### src/cop0_consts.svh
`ifndef COP0_CONSTS_SVH
`define COP0_CONSTS_SVH

// Register addresses as {rd, sel}
`define CP0_INDEX       8'h00
`define CP0_ENTRYLO0    8'h10
`define CP0_ENTRYLO1    8'h18
`define CP0_CONTEXT     8'h20
`define CP0_BADVADDR    8'h40
`define CP0_COUNT       8'h48
`define CP0_ENTRYHI     8'h50
`define CP0_COMPARE     8'h58
`define CP0_STATUS      8'h60
`define CP0_CAUSE       8'h68
`define CP0_EPC         8'h70
`define CP0_PRID        8'h78
`define CP0_EBASE       8'h79
`define CP0_CONFIG      8'h80
`define CP0_CONFIG1     8'h81

`define OP_COP0         6'h10
`define RS_MF           5'd0
`define RS_MT           5'd4

`define FN_TLBR         6'd1
`define FN_TLBWI        6'd2
`define FN_TLBP         6'd8
`define FN_ERET         6'd24

`define STATUS_RESET    32'h1040_0004
`define EBASE_RESET     32'h8000_0000
`define PRID_RESET      32'h0001_8000 // 4Kc
`define CONFIG_RESET    32'h8000_0080 // MIPS32R1, kseg0 cacheable
`define CONFIG1_RESET   32'h1E68_3400

`define EXC_OFFSET      32'h180
`define TLB_ENTRIES     16

`endif

### src/cop0Pkg.sv
package cop0Pkg;

    // MFC0 / MTC0 layout
    typedef struct packed {
        logic [5:0] opcode;
        logic [4:0] rs;
        logic [4:0] rt;
        logic [4:0] rd;
        logic [7:0] zero;
        logic [2:0] sel;
    } cop0Move;

    // TLBR, TLBWI, TLBP, ERET layout
    typedef struct packed {
        logic [5:0]  opcode;
        logic        co;
        logic [18:0] zero;
        logic [5:0]  funct;
    } cop0Op;

    typedef union packed {
        cop0Move move;
        cop0Op   cop;
    } cop0Instr;

    typedef logic [7:0] cop0Addr; // {rd, sel}

    // Same bit layout as the configuration vector of the TLB
    typedef struct packed {
        logic [18:0] vpn2;
        logic        isGlobal;
        logic [7:0]  asid;
        logic [28:0] lo0;  // PFN, C, D, V
        logic [28:0] lo1;
    } tlbEntry;

endpackage

### src/cop0Decode.sv
`timescale 1ns/1ps
`include "cop0_consts.svh"

module cop0Decode
    import cop0Pkg::*;
(
    input  cop0Instr instr,
    input  logic     instrValid,
    input  logic     excReq,
    output logic     doMove,
    output logic     doWrite,
    output logic     doTlbr,
    output logic     doTlbwi,
    output logic     doTlbp,
    output logic     doEret,
    output cop0Addr  regAddr
);

    logic active;

    // Exception wins over any instruction in the same cycle
    assign active  = instrValid && !excReq && (instr.move.opcode == `OP_COP0);
    assign regAddr = {instr.move.rd, instr.move.sel};

    always_comb begin
        doMove  = 1'b0;
        doWrite = 1'b0;
        doTlbr  = 1'b0;
        doTlbwi = 1'b0;
        doTlbp  = 1'b0;
        doEret  = 1'b0;
        if (active) begin
            if (instr.cop.co) begin
                if (instr.cop.zero == '0) begin
                    case (instr.cop.funct)
                        `FN_TLBR:  doTlbr  = 1'b1;
                        `FN_TLBWI: doTlbwi = 1'b1;
                        `FN_TLBP:  doTlbp  = 1'b1;
                        `FN_ERET:  doEret  = 1'b1;
                        default: begin
                            // TLBWR, WAIT and the rest are ignored
                        end
                    endcase
                end
            end else begin
                case (instr.move.rs)
                    `RS_MF:  doMove  = 1'b1;
                    `RS_MT:  doWrite = 1'b1;
                    default: begin
                    end
                endcase
            end
        end
    end

endmodule

### src/cop0Regs.sv
`timescale 1ns/1ps
`include "cop0_consts.svh"

module cop0Regs
    import cop0Pkg::*;
(
    input  logic        clk,
    input  logic        rst,
    input  logic [5:0]  hint,
    input  cop0Addr     regAddr,
    input  logic        doWrite,
    input  logic [31:0] wdata,
    input  logic        doTlbr,
    input  logic        doTlbp,
    input  logic        exlSet,
    input  logic        exlClear,
    input  logic [4:0]  excCode,
    input  logic        excBd,
    input  logic [31:0] excPc,
    input  logic [31:0] excBadVaddr,
    input  logic        excBadVaddrValid,
    input  tlbEntry     readEntry,
    input  logic        probeHit,
    input  logic [3:0]  probeIndex,
    output logic [31:0] rdata,
    output logic [31:0] epc,
    output logic [31:0] ebase,
    output logic [3:0]  tlbIndex,
    output tlbEntry     entryOut,
    output logic        allowInterrupt,
    output logic [7:0]  interruptFlag,
    output logic        kseg0Uncached,
    output logic [7:0]  asid
);

    logic [31:0] index, entryLo0, entryLo1, contextReg, badVaddr, entryHi;
    logic [31:0] compare, status, cause, epcReg, prid, ebaseReg, config0, config1;
    logic [32:0] count; // Runs at twice the read rate

    assign epc            = epcReg;
    assign ebase          = ebaseReg;
    assign tlbIndex       = index[3:0];
    assign asid           = entryHi[7:0];
    assign allowInterrupt = status[2:0] == 3'b001; // IE set, EXL and ERL clear
    assign interruptFlag  = status[15:8] & cause[15:8];
    assign kseg0Uncached  = config0[2:0] == 3'd2;

    // Global only when both halves are global
    assign entryOut = {entryHi[31:13], entryLo0[0] & entryLo1[0], entryHi[7:0],
                       entryLo0[29:1], entryLo1[29:1]};

    always_comb begin
        case (regAddr)
            `CP0_INDEX:    rdata = index;
            `CP0_ENTRYLO0: rdata = entryLo0;
            `CP0_ENTRYLO1: rdata = entryLo1;
            `CP0_CONTEXT:  rdata = contextReg;
            `CP0_BADVADDR: rdata = badVaddr;
            `CP0_COUNT:    rdata = count[32:1];
            `CP0_ENTRYHI:  rdata = entryHi;
            `CP0_COMPARE:  rdata = compare;
            `CP0_STATUS:   rdata = status;
            `CP0_CAUSE:    rdata = cause;
            `CP0_EPC:      rdata = epcReg;
            `CP0_PRID:     rdata = prid;
            `CP0_EBASE:    rdata = ebaseReg;
            `CP0_CONFIG:   rdata = config0;
            `CP0_CONFIG1:  rdata = config1;
            default:       rdata = 32'd0;
        endcase
    end

    always_ff @(posedge clk) begin
        if (rst) begin
            index      <= 32'd0;
            entryLo0   <= 32'd0;
            entryLo1   <= 32'd0;
            contextReg <= 32'd0;
            count      <= 33'd0;
            entryHi    <= 32'd0;
            compare    <= 32'd0;
            status     <= `STATUS_RESET;
            cause      <= 32'd0;
            prid       <= `PRID_RESET;
            ebaseReg   <= `EBASE_RESET;
            config0    <= `CONFIG_RESET;
            config1    <= `CONFIG1_RESET;
        end else begin
            cause[15:10] <= hint;
            count        <= count + 33'd1;
            if (doWrite) begin
                case (regAddr)
                    `CP0_INDEX:    index[3:0]        <= wdata[3:0];
                    `CP0_ENTRYLO0: entryLo0[29:0]    <= wdata[29:0];
                    `CP0_ENTRYLO1: entryLo1[29:0]    <= wdata[29:0];
                    `CP0_CONTEXT:  contextReg[31:13] <= wdata[31:13];
                    `CP0_COUNT:    count             <= {wdata, 1'b0};
                    `CP0_ENTRYHI: begin
                        entryHi[31:13] <= wdata[31:13];
                        entryHi[7:0]   <= wdata[7:0];
                    end
                    `CP0_COMPARE:  compare           <= wdata;
                    `CP0_STATUS: begin
                        status[28]   <= wdata[28]; // CU0
                        status[22]   <= wdata[22]; // BEV
                        status[15:8] <= wdata[15:8];
                        status[4]    <= wdata[4];
                        status[2:0]  <= wdata[2:0];
                    end
                    `CP0_CAUSE: begin
                        cause[23]  <= wdata[23];   // IV
                        cause[9:8] <= wdata[9:8];  // Software interrupts
                    end
                    `CP0_EPC:      epcReg            <= wdata;
                    `CP0_EBASE:    ebaseReg[29:12]   <= wdata[29:12];
                    `CP0_CONFIG:   config0[2:0]      <= wdata[2:0];
                    default: begin
                    end
                endcase
            end
            if (exlSet) begin
                epcReg     <= excPc;
                cause[31]  <= excBd;
                cause[6:2] <= excCode;
                status[1]  <= 1'b1;
                if (excBadVaddrValid) begin
                    badVaddr         <= excBadVaddr;
                    contextReg[22:4] <= excBadVaddr[31:13]; // BadVPN2
                    entryHi[31:13]   <= excBadVaddr[31:13];
                end
            end
            if (exlClear)
                status[1] <= 1'b0;
            if (doTlbr) begin
                entryHi[31:13] <= readEntry.vpn2;
                entryHi[7:0]   <= readEntry.asid;
                entryLo0       <= {2'b00, readEntry.lo0, readEntry.isGlobal};
                entryLo1       <= {2'b00, readEntry.lo1, readEntry.isGlobal};
            end
            if (doTlbp) begin
                index[31]  <= ~probeHit;
                index[3:0] <= probeIndex;
            end
        end
    end

endmodule

### src/tlbArray.sv
`timescale 1ns/1ps
`include "cop0_consts.svh"

module tlbArray
    import cop0Pkg::*;
(
    input  logic        clk,
    input  logic        rst,
    input  logic        doTlbwi,
    input  logic [3:0]  tlbIndex,
    input  tlbEntry     entryIn,
    input  logic [18:0] probeVpn2,
    input  logic [7:0]  probeAsid,
    output tlbEntry     readEntry,
    output logic        probeHit,
    output logic [3:0]  probeIndex
);

    tlbEntry entries [`TLB_ENTRIES];
    logic [`TLB_ENTRIES-1:0] match;

    assign readEntry = entries[tlbIndex];

    always_ff @(posedge clk) begin
        if (rst) begin
            for (int i = 0; i < `TLB_ENTRIES; i++)
                entries[i] <= '0;
        end else if (doTlbwi) begin
            entries[tlbIndex] <= entryIn;
        end
    end

    // ASID is ignored for global pages
    always_comb begin
        for (int i = 0; i < `TLB_ENTRIES; i++) begin
            match[i] = (entries[i].vpn2 == probeVpn2) &&
                       (entries[i].isGlobal || entries[i].asid == probeAsid);
        end
    end

    // Walk downwards so the lowest matching index is left
    always_comb begin
        probeHit   = 1'b0;
        probeIndex = 4'd0;
        for (int i = `TLB_ENTRIES - 1; i >= 0; i--) begin
            if (match[i]) begin
                probeHit   = 1'b1;
                probeIndex = 4'(i);
            end
        end
    end

endmodule

### src/trapSequencer.sv
`timescale 1ns/1ps
`include "cop0_consts.svh"

module trapSequencer (
    input  logic        clk,
    input  logic        rst,
    input  logic        doMove,
    input  logic        doEret,
    input  logic        excReq,
    input  logic [31:0] rdata,
    input  logic [31:0] epc,
    input  logic [31:0] ebase,
    output logic [31:0] rtResult,
    output logic        rtWrite,
    output logic        redirect,
    output logic [31:0] redirectPc,
    output logic        exlSet,
    output logic        exlClear
);

    logic [31:0] target;

    assign exlSet   = excReq;
    assign exlClear = doEret;

    // Exception vector, otherwise return to EPC
    assign target = excReq ? ebase + `EXC_OFFSET : epc;

    always_ff @(posedge clk) begin
        if (rst) begin
            rtWrite  <= 1'b0;
            redirect <= 1'b0;
        end else begin
            rtWrite  <= doMove;
            redirect <= excReq | doEret;
        end
    end

    // Data only, qualified by the strobes above
    always_ff @(posedge clk) begin
        if (doMove)
            rtResult <= rdata;
        if (excReq || doEret)
            redirectPc <= target;
    end

endmodule

### src/cop0Top.sv
`timescale 1ns/1ps

module cop0Top
    import cop0Pkg::*;
(
    input  logic        clk,
    input  logic        rst,
    input  cop0Instr    instr,
    input  logic        instrValid,
    input  logic [31:0] rtData,
    input  logic [5:0]  hint,
    input  logic        excReq,
    input  logic [4:0]  excCode,
    input  logic [31:0] excPc,
    input  logic        excBd,
    input  logic [31:0] excBadVaddr,
    input  logic        excBadVaddrValid,
    output logic [31:0] rtResult,
    output logic        rtWrite,
    output logic        redirect,
    output logic [31:0] redirectPc,
    output logic        allowInterrupt,
    output logic [7:0]  interruptFlag,
    output logic        kseg0Uncached,
    output logic [7:0]  asid
);

    logic        doMove, doWrite, doTlbr, doTlbwi, doTlbp, doEret;
    logic        exlSet, exlClear, probeHit;
    logic [3:0]  tlbIndex, probeIndex;
    logic [31:0] rdata, epc, ebase;
    cop0Addr     regAddr;
    tlbEntry     entryOut, readEntry;

    cop0Decode i_cop0Decode (
        .instr      (instr),
        .instrValid (instrValid),
        .excReq     (excReq),
        .doMove     (doMove),
        .doWrite    (doWrite),
        .doTlbr     (doTlbr),
        .doTlbwi    (doTlbwi),
        .doTlbp     (doTlbp),
        .doEret     (doEret),
        .regAddr    (regAddr)
    );

    cop0Regs i_cop0Regs (
        .clk              (clk),
        .rst              (rst),
        .hint             (hint),
        .regAddr          (regAddr),
        .doWrite          (doWrite),
        .wdata            (rtData),
        .doTlbr           (doTlbr),
        .doTlbp           (doTlbp),
        .exlSet           (exlSet),
        .exlClear         (exlClear),
        .excCode          (excCode),
        .excBd            (excBd),
        .excPc            (excPc),
        .excBadVaddr      (excBadVaddr),
        .excBadVaddrValid (excBadVaddrValid),
        .readEntry        (readEntry),
        .probeHit         (probeHit),
        .probeIndex       (probeIndex),
        .rdata            (rdata),
        .epc              (epc),
        .ebase            (ebase),
        .tlbIndex         (tlbIndex),
        .entryOut         (entryOut),
        .allowInterrupt   (allowInterrupt),
        .interruptFlag    (interruptFlag),
        .kseg0Uncached    (kseg0Uncached),
        .asid             (asid)
    );

    // Probe always looks up the current EntryHi
    tlbArray i_tlbArray (
        .clk        (clk),
        .rst        (rst),
        .doTlbwi    (doTlbwi),
        .tlbIndex   (tlbIndex),
        .entryIn    (entryOut),
        .probeVpn2  (entryOut.vpn2),
        .probeAsid  (entryOut.asid),
        .readEntry  (readEntry),
        .probeHit   (probeHit),
        .probeIndex (probeIndex)
    );

    trapSequencer i_trapSequencer (
        .clk        (clk),
        .rst        (rst),
        .doMove     (doMove),
        .doEret     (doEret),
        .excReq     (excReq),
        .rdata      (rdata),
        .epc        (epc),
        .ebase      (ebase),
        .rtResult   (rtResult),
        .rtWrite    (rtWrite),
        .redirect   (redirect),
        .redirectPc (redirectPc),
        .exlSet     (exlSet),
        .exlClear   (exlClear)
    );

endmodule

### config.mk
export PLATFORM = sky130hd
export DESIGN_NAME = cop0Top
export DESIGN_NICKNAME = d
export VERILOG_FILES = /design/src/cop0Pkg.sv /design/src/cop0Decode.sv /design/src/cop0Regs.sv /design/src/tlbArray.sv /design/src/trapSequencer.sv /design/src/cop0Top.sv
export VERILOG_INCLUDE_DIRS = /design/src /design/src/src
export SDC_FILE = /design/constraint.sdc
export NUM_CORES = 2
export LEC_CHECK = 0
export BUFFER_PORTS_ARGS = -buffer_cell sky130_fd_sc_hd__buf_4
export CORE_AREA = 3 3 343 413
export CTS_BUF_LIST = sky130_fd_sc_hd__clkbuf_4
export DETAILED_ROUTE_END_ITERATION = 10
export DIE_AREA = 0 0 346 416
export GPL_TIMING_DRIVEN = 0
export PLACE_DENSITY = 0.77
export SLEW_MARGIN = 20
export SYNTH_ARGS = -nofsm -noshare
export SYNTH_HDL_FRONTEND = slang
export SYNTH_SLANG_ARGS = --single-unit
export TNS_END_PERCENT = 10
### constraint.sdc
create_clock -name clk -period 14.9 [get_ports clk]
set_input_delay 1.49 -clock clk [delete_from_list [all_inputs] [get_ports clk]]
set_output_delay 1.49 -clock clk [all_outputs]
set_load 0.05 [all_outputs]
---- Word level (Yosys, flattened, before mapping) ----
Memories as Yosys holds them, arrays and structs flattened. A register that Yosys moved wholly into a read port is not among the register bits.
Cells that the tools add are included.
W data, S select, Z words.
storage, ports and cells
  register bits ........................... 365
  RAM bits ................................ 1376
  word-level logic and storage cells ...... 245
  memories ................................ 1
memories
  name                words  bits a word  rd ports  clocked after memory_dff  wr ports  RTL line        text
  i_tlbArray.entries  16     86           17        1                         16        tlbArray.sv:19  tlbEntry entries [`TLB_ENTRIES];
cells by class
  add/sub/neg operators ................... 2
  eq/ne operators ......................... 54
  muxes and demuxes ....................... 95
  bitwise operators ....................... 5
  reduce and logical (&&, ||, !) cells .... 64
operators with widths
  cell                     number
  $pmux W32 S15            1
  $eq A19 B19 Y1           16
  $mux W30                 6
  $mux W19                 7
  $eq A8 B8 Y1             16
  $mux W32                 4
  $mux W4                  22
  $mux W86                 1
  $reduce_or A86 Y1        1
  $eq A8 B7 Y1 const B     9
  $mux W33                 2
  $mux W1                  45
  $add A33 B1 Y33 const B  1
  $add A32 B9 Y32 const B  1
  $mux W8                  3
  $reduce_and A2 Y1        12
  $mux W10                 2
  $logic_not A19 Y1        1
  $logic_and A1 B1 Y1      18
  $reduce_bool A2 Y1       9
  $logic_or A1 B1 Y1       17
  $eq A8 B5 Y1 const B     2
  $eq A8 B8 Y1 const B     2
  $eq A6 B5 Y1 const B     2
  other kinds (17)         20

---- Logic depth before layout (Yosys ltp) ----
An unclocked memory read counts as a cell.
  word-level depth ........................ 23
  mapped depth ............................ 12

---- Cells and area by module ----
From an unflattened synthesis, not the netlist that was laid out.
second synthesis, totals
  cell total of the unflattened synthesis .. 6295
  area total of the unflattened synthesis .. 84910.2 sq um
modules (own cells, without submodules)
  module         instances  cells each  area each (sq um)  seq. area each (sq um)
  tlbArray       1          4230        66442.5            41319.6
  cop0Regs       1          1814        15356.0            6626.4
  trapSequencer  1          218         2880.3             1961.9
  cop0Decode     1          33          231.5              0.0

---- Least setup slack after synthesis ----
OpenSTA, ideal clock, no wires.
  path kind ............................... input to register
  start point ............................. input excReq
  end point ............................... memory i_tlbArray.entries[1][0] (netlist bit) (enable)
  data arrival time ....................... 9889 ps
  setup slack ............................. 4361 ps
  stages on the path ...................... 8
  path buffers ............................ 2
  cells stage by stage .................... or4b_1 -> or3_1 -> or3_1 -> buf_2 -> or4_1 -> or3_1 -> buf_4 -> o21ai_0
RTL lines
  element             RTL line        text
  start: declaration  cop0Top.sv:12   input logic excReq,
  end: declaration    tlbArray.sv:19

==> impl_metrics.ini <==
[status]
status = finished, final reports clean

[place]
pre_cts_slack_ns = 7.560
dp_cells = 8037
port_buffers = 204
gp_congestion = 1.066
dp_hpwl_um = 226200

[synthesis]
synth_edf_count = 1504
synth_area_um2 = 82660
synth_area_per_cell_um2 = 13.92
synth_nets = 6083
synth.most_common_cell = edfxtp_1
synth_area_leaders = edfxtp_1 (55%), mux4_2 (12%), and2_1 (10%)
synth_top_cell_by_area = edfxtp_1
ys_ff_latch = 1745
yosysSeqAreaShare_pct = 60.48
yosysWarnings = 0
synth.distinct_cells = 55
yosys_most_used_dff = edfxtp_1
synthTopCellsByCount = edfxtp_1 (1,504), and2_1 (1,377), clkbuf_1 (468)
postSynth.asyncResetShare_pct = 0
postSynthCellCount = 5937
synth.top_cell.area_share_pct = 54.64

[cts]
cts_root_buffer = clkbuf_4
clkTransAtPathRegs_ns = 0.08
clock_latency_ns = 1.43
ctsLongestPathBuffers = 4
numCtsBuffers = 437
post-cts-setup-buffers = 0
cts_resized = 0
hold_buffers = 0
cts.sinks = 1745
h-tree-depth = 5
cts_tree = built

[timing]
relSlewSlack_pct = 12.76
tightest_slew_ns = 1.309
fmax_mhz = 160.8
min_period_ns = 6.218
setup_slack_ns = 8.682
skew_ns = 0.1051
rsz0062_at_grt = false
final_max_slew_viol_count = 0
finalHoldViolations = 0
min_period_over_period_pct = 41.73
setup_violations = 0

[drt]
via_per_inst = 6.505
vias = 57750
dr.pass1.iters = 9
wl_per_cell_um = 33.53
route.antenna.remaining_nets = 0
initialDrtViolationCount = 8221
routed_wl_um = 297700
drc = 0

[die]
die_area_um2 = 143900
die-height_um = 416
io_pins = 229
start_util_pct = 60.08
core-area_um2 = 137600
rows = 149
die_w_um = 346

[pwr]
internal-power_uw = 7754
p_sw_share_pct = 24.58
leakagePower_uw = 0.03389
seq_power_share_pct = 54.4
combPwrFrac_pct = 6.3
clockPowerShare_pct = 39.3
power_density_nw_per_um2 = 109.0
ir_drop_v = 0.00008978
p_sw_uw = 2527

[critical_path]
cp.depth = 12
cp_data_required_time_ns = 15.93
cp.arrival_ns = 7.24
cp_slowest_cell = nor3_1
critPathCaptureType = flop
slowest_delay_ns = 0.98
crit_type = in -> reg
crit_fanout = 42
r2r_cells = 10
crit_buf_inv = 5
worstSetupStartpointType = input pin
path_cells = clkbuf_1 > nor3_1 > nand3_1 > or3_1 > buf_2 > nor4_1 > nand3_1 > nor3_4 > clkbuf_1 > or2_4 > buf_12 > buf_16
cp_top_family = simple AND/OR/NAND/NOR gates

[worst_hold_path]
hp-class = in -> reg
hold_path_depth = 1

[final_layout]
layout.nets = 6812
layout.cells.non_filler = 8878
drive_gt1_share_pct = 22.46
syn_to_final_growth_pct = 14.16

[global_route]
grt_use_total_pct = 41.29
grt_max_degree = 43
grt_pass1_wl_um = 412800
grt_pass1_vias = 56580
antenna_found_initial = 49
grt_remaining_overflow = 0

[run]
maxCapViolations = 0
==> cell families after synthesis <==
group	share of synthesized area, %
buf+inv	2.726
flops	60.48
fa+ha+maj	0.01513
simple gates	15.04
xor+xnor	4.885
mux	13.32
compound gates	3.538
==> power groups by stage <==
stage	registers, uW	clock network [uW]	logic, uW
floorplan	5710	0	278
CTS	5590	4040	621
finish	5590	4040	644
global route	5610	4300	648
detailed placement	5700	0	619
global placement	5750	0	549
==> cells in the final DEF (no fill, tap or decap), drive strengths merged, types with 16 or more instances in the layout <==
cell	synthesis	layout
edfxtp	1504	1504
and2	1377	1377
clkbuf	499	1149
mux4	430	430
xor2	407	407
buf	68	354
nand2	310	310
dfxtp	241	241
nor2	160	160
a21oi	137	137
clkinv	0	129
nor4	106	106
a211oi	94	94
mux2i	76	76
nand3	63	63
a22oi	62	62
diode	0	57
xnor2	54	54
mux2	50	50
nand4	37	37
o21ai	36	36
a222oi	22	22
and3	22	22
nor3	21	21
a221oi	20	20
nor2b	19	19
a22o	16	16
==> path summary, 6_finish.rpt <==
path | startpoint | end | slack (ns)
worst min-delay path | excBadVaddr[3] | i_cop0Regs.badVaddr[3]$_DFFE_PP_ | 0.30
worst min register to register | i_cop0Regs.count[0]$_SDFF_PP0_ | i_cop0Regs.count[0]$_SDFF_PP0_ | 0.46
worst max-delay path | instr[12] | i_tlbArray.entries[12][18]$_SDFFCE_PN0P_ | 8.68
worst max register to register | i_cop0Regs.entryHi[28]$_SDFF_PP0_ | flop | 10.32
==> per-stage QoR <==
step	power [uW]	area, um^2	hold WS (ns)	setup TNS (ns)	utilization [%]
5_1_grt	10550	94240	0.2604	0	68.49
4_1_cts	10250	94160	0.1709	0	68.44
3_5_place_dp	6315	88700	0.4463	0	64.47
3_3_place_gp	6302	86460	0.4409	-2198.29	62.84
6_report	10280	94360	0.2986	0	68.58
2_1_floorplan	5986	82660	0.4220	0	-
==> routing by layer <==
layer,wire [um],up-vias,GRT usage (%)
li1,-,23550,-
met4,27970,16,32.80
met5,102,-,0.1673
met2,134300,4573,62.39
met3,38360,1082,12.70
met1,97020,28530,49.44
==> flip-flops by register name, summed over array words and instances, names as in the netlist, named ones only <==
| signal | flops |
|---|---|
| i_tlbArray.entries | 1376 |
| i_cop0Regs.count | 33 |
| i_cop0Regs.badVaddr | 32 |
| i_cop0Regs.compare | 32 |
| i_cop0Regs.epc | 32 |
| i_trapSequencer.redirectPc | 32 |
| i_trapSequencer.rtResult | 32 |
| i_cop0Regs.entryLo0 | 30 |
| i_cop0Regs.entryLo1 | 30 |
| i_cop0Regs.contextReg | 28 |
| i_cop0Regs.entryHi | 27 |
| i_cop0Regs.ebase | 18 |
| i_cop0Regs.cause | 15 |
| i_cop0Regs.status | 14 |
| i_cop0Regs.index | 5 |
| i_cop0Regs.config0 | 3 |
| i_trapSequencer.redirect | 1 |
| i_trapSequencer.rtWrite | 1 |
==> final cells by class <==
type                       instances  area (um^2)
timing repair buffer             290         3562
fill                            9783        43230
tap                             1812         2267
buffer                           567         2292
clock buffer                     646         4850
clock inverter                   136        614.3
sequential                      1745        49990
inverter                           2        7.507
multi-input combinational       3623        30630
antenna                           57        142.6
Power figures use the tool's default switching activity.
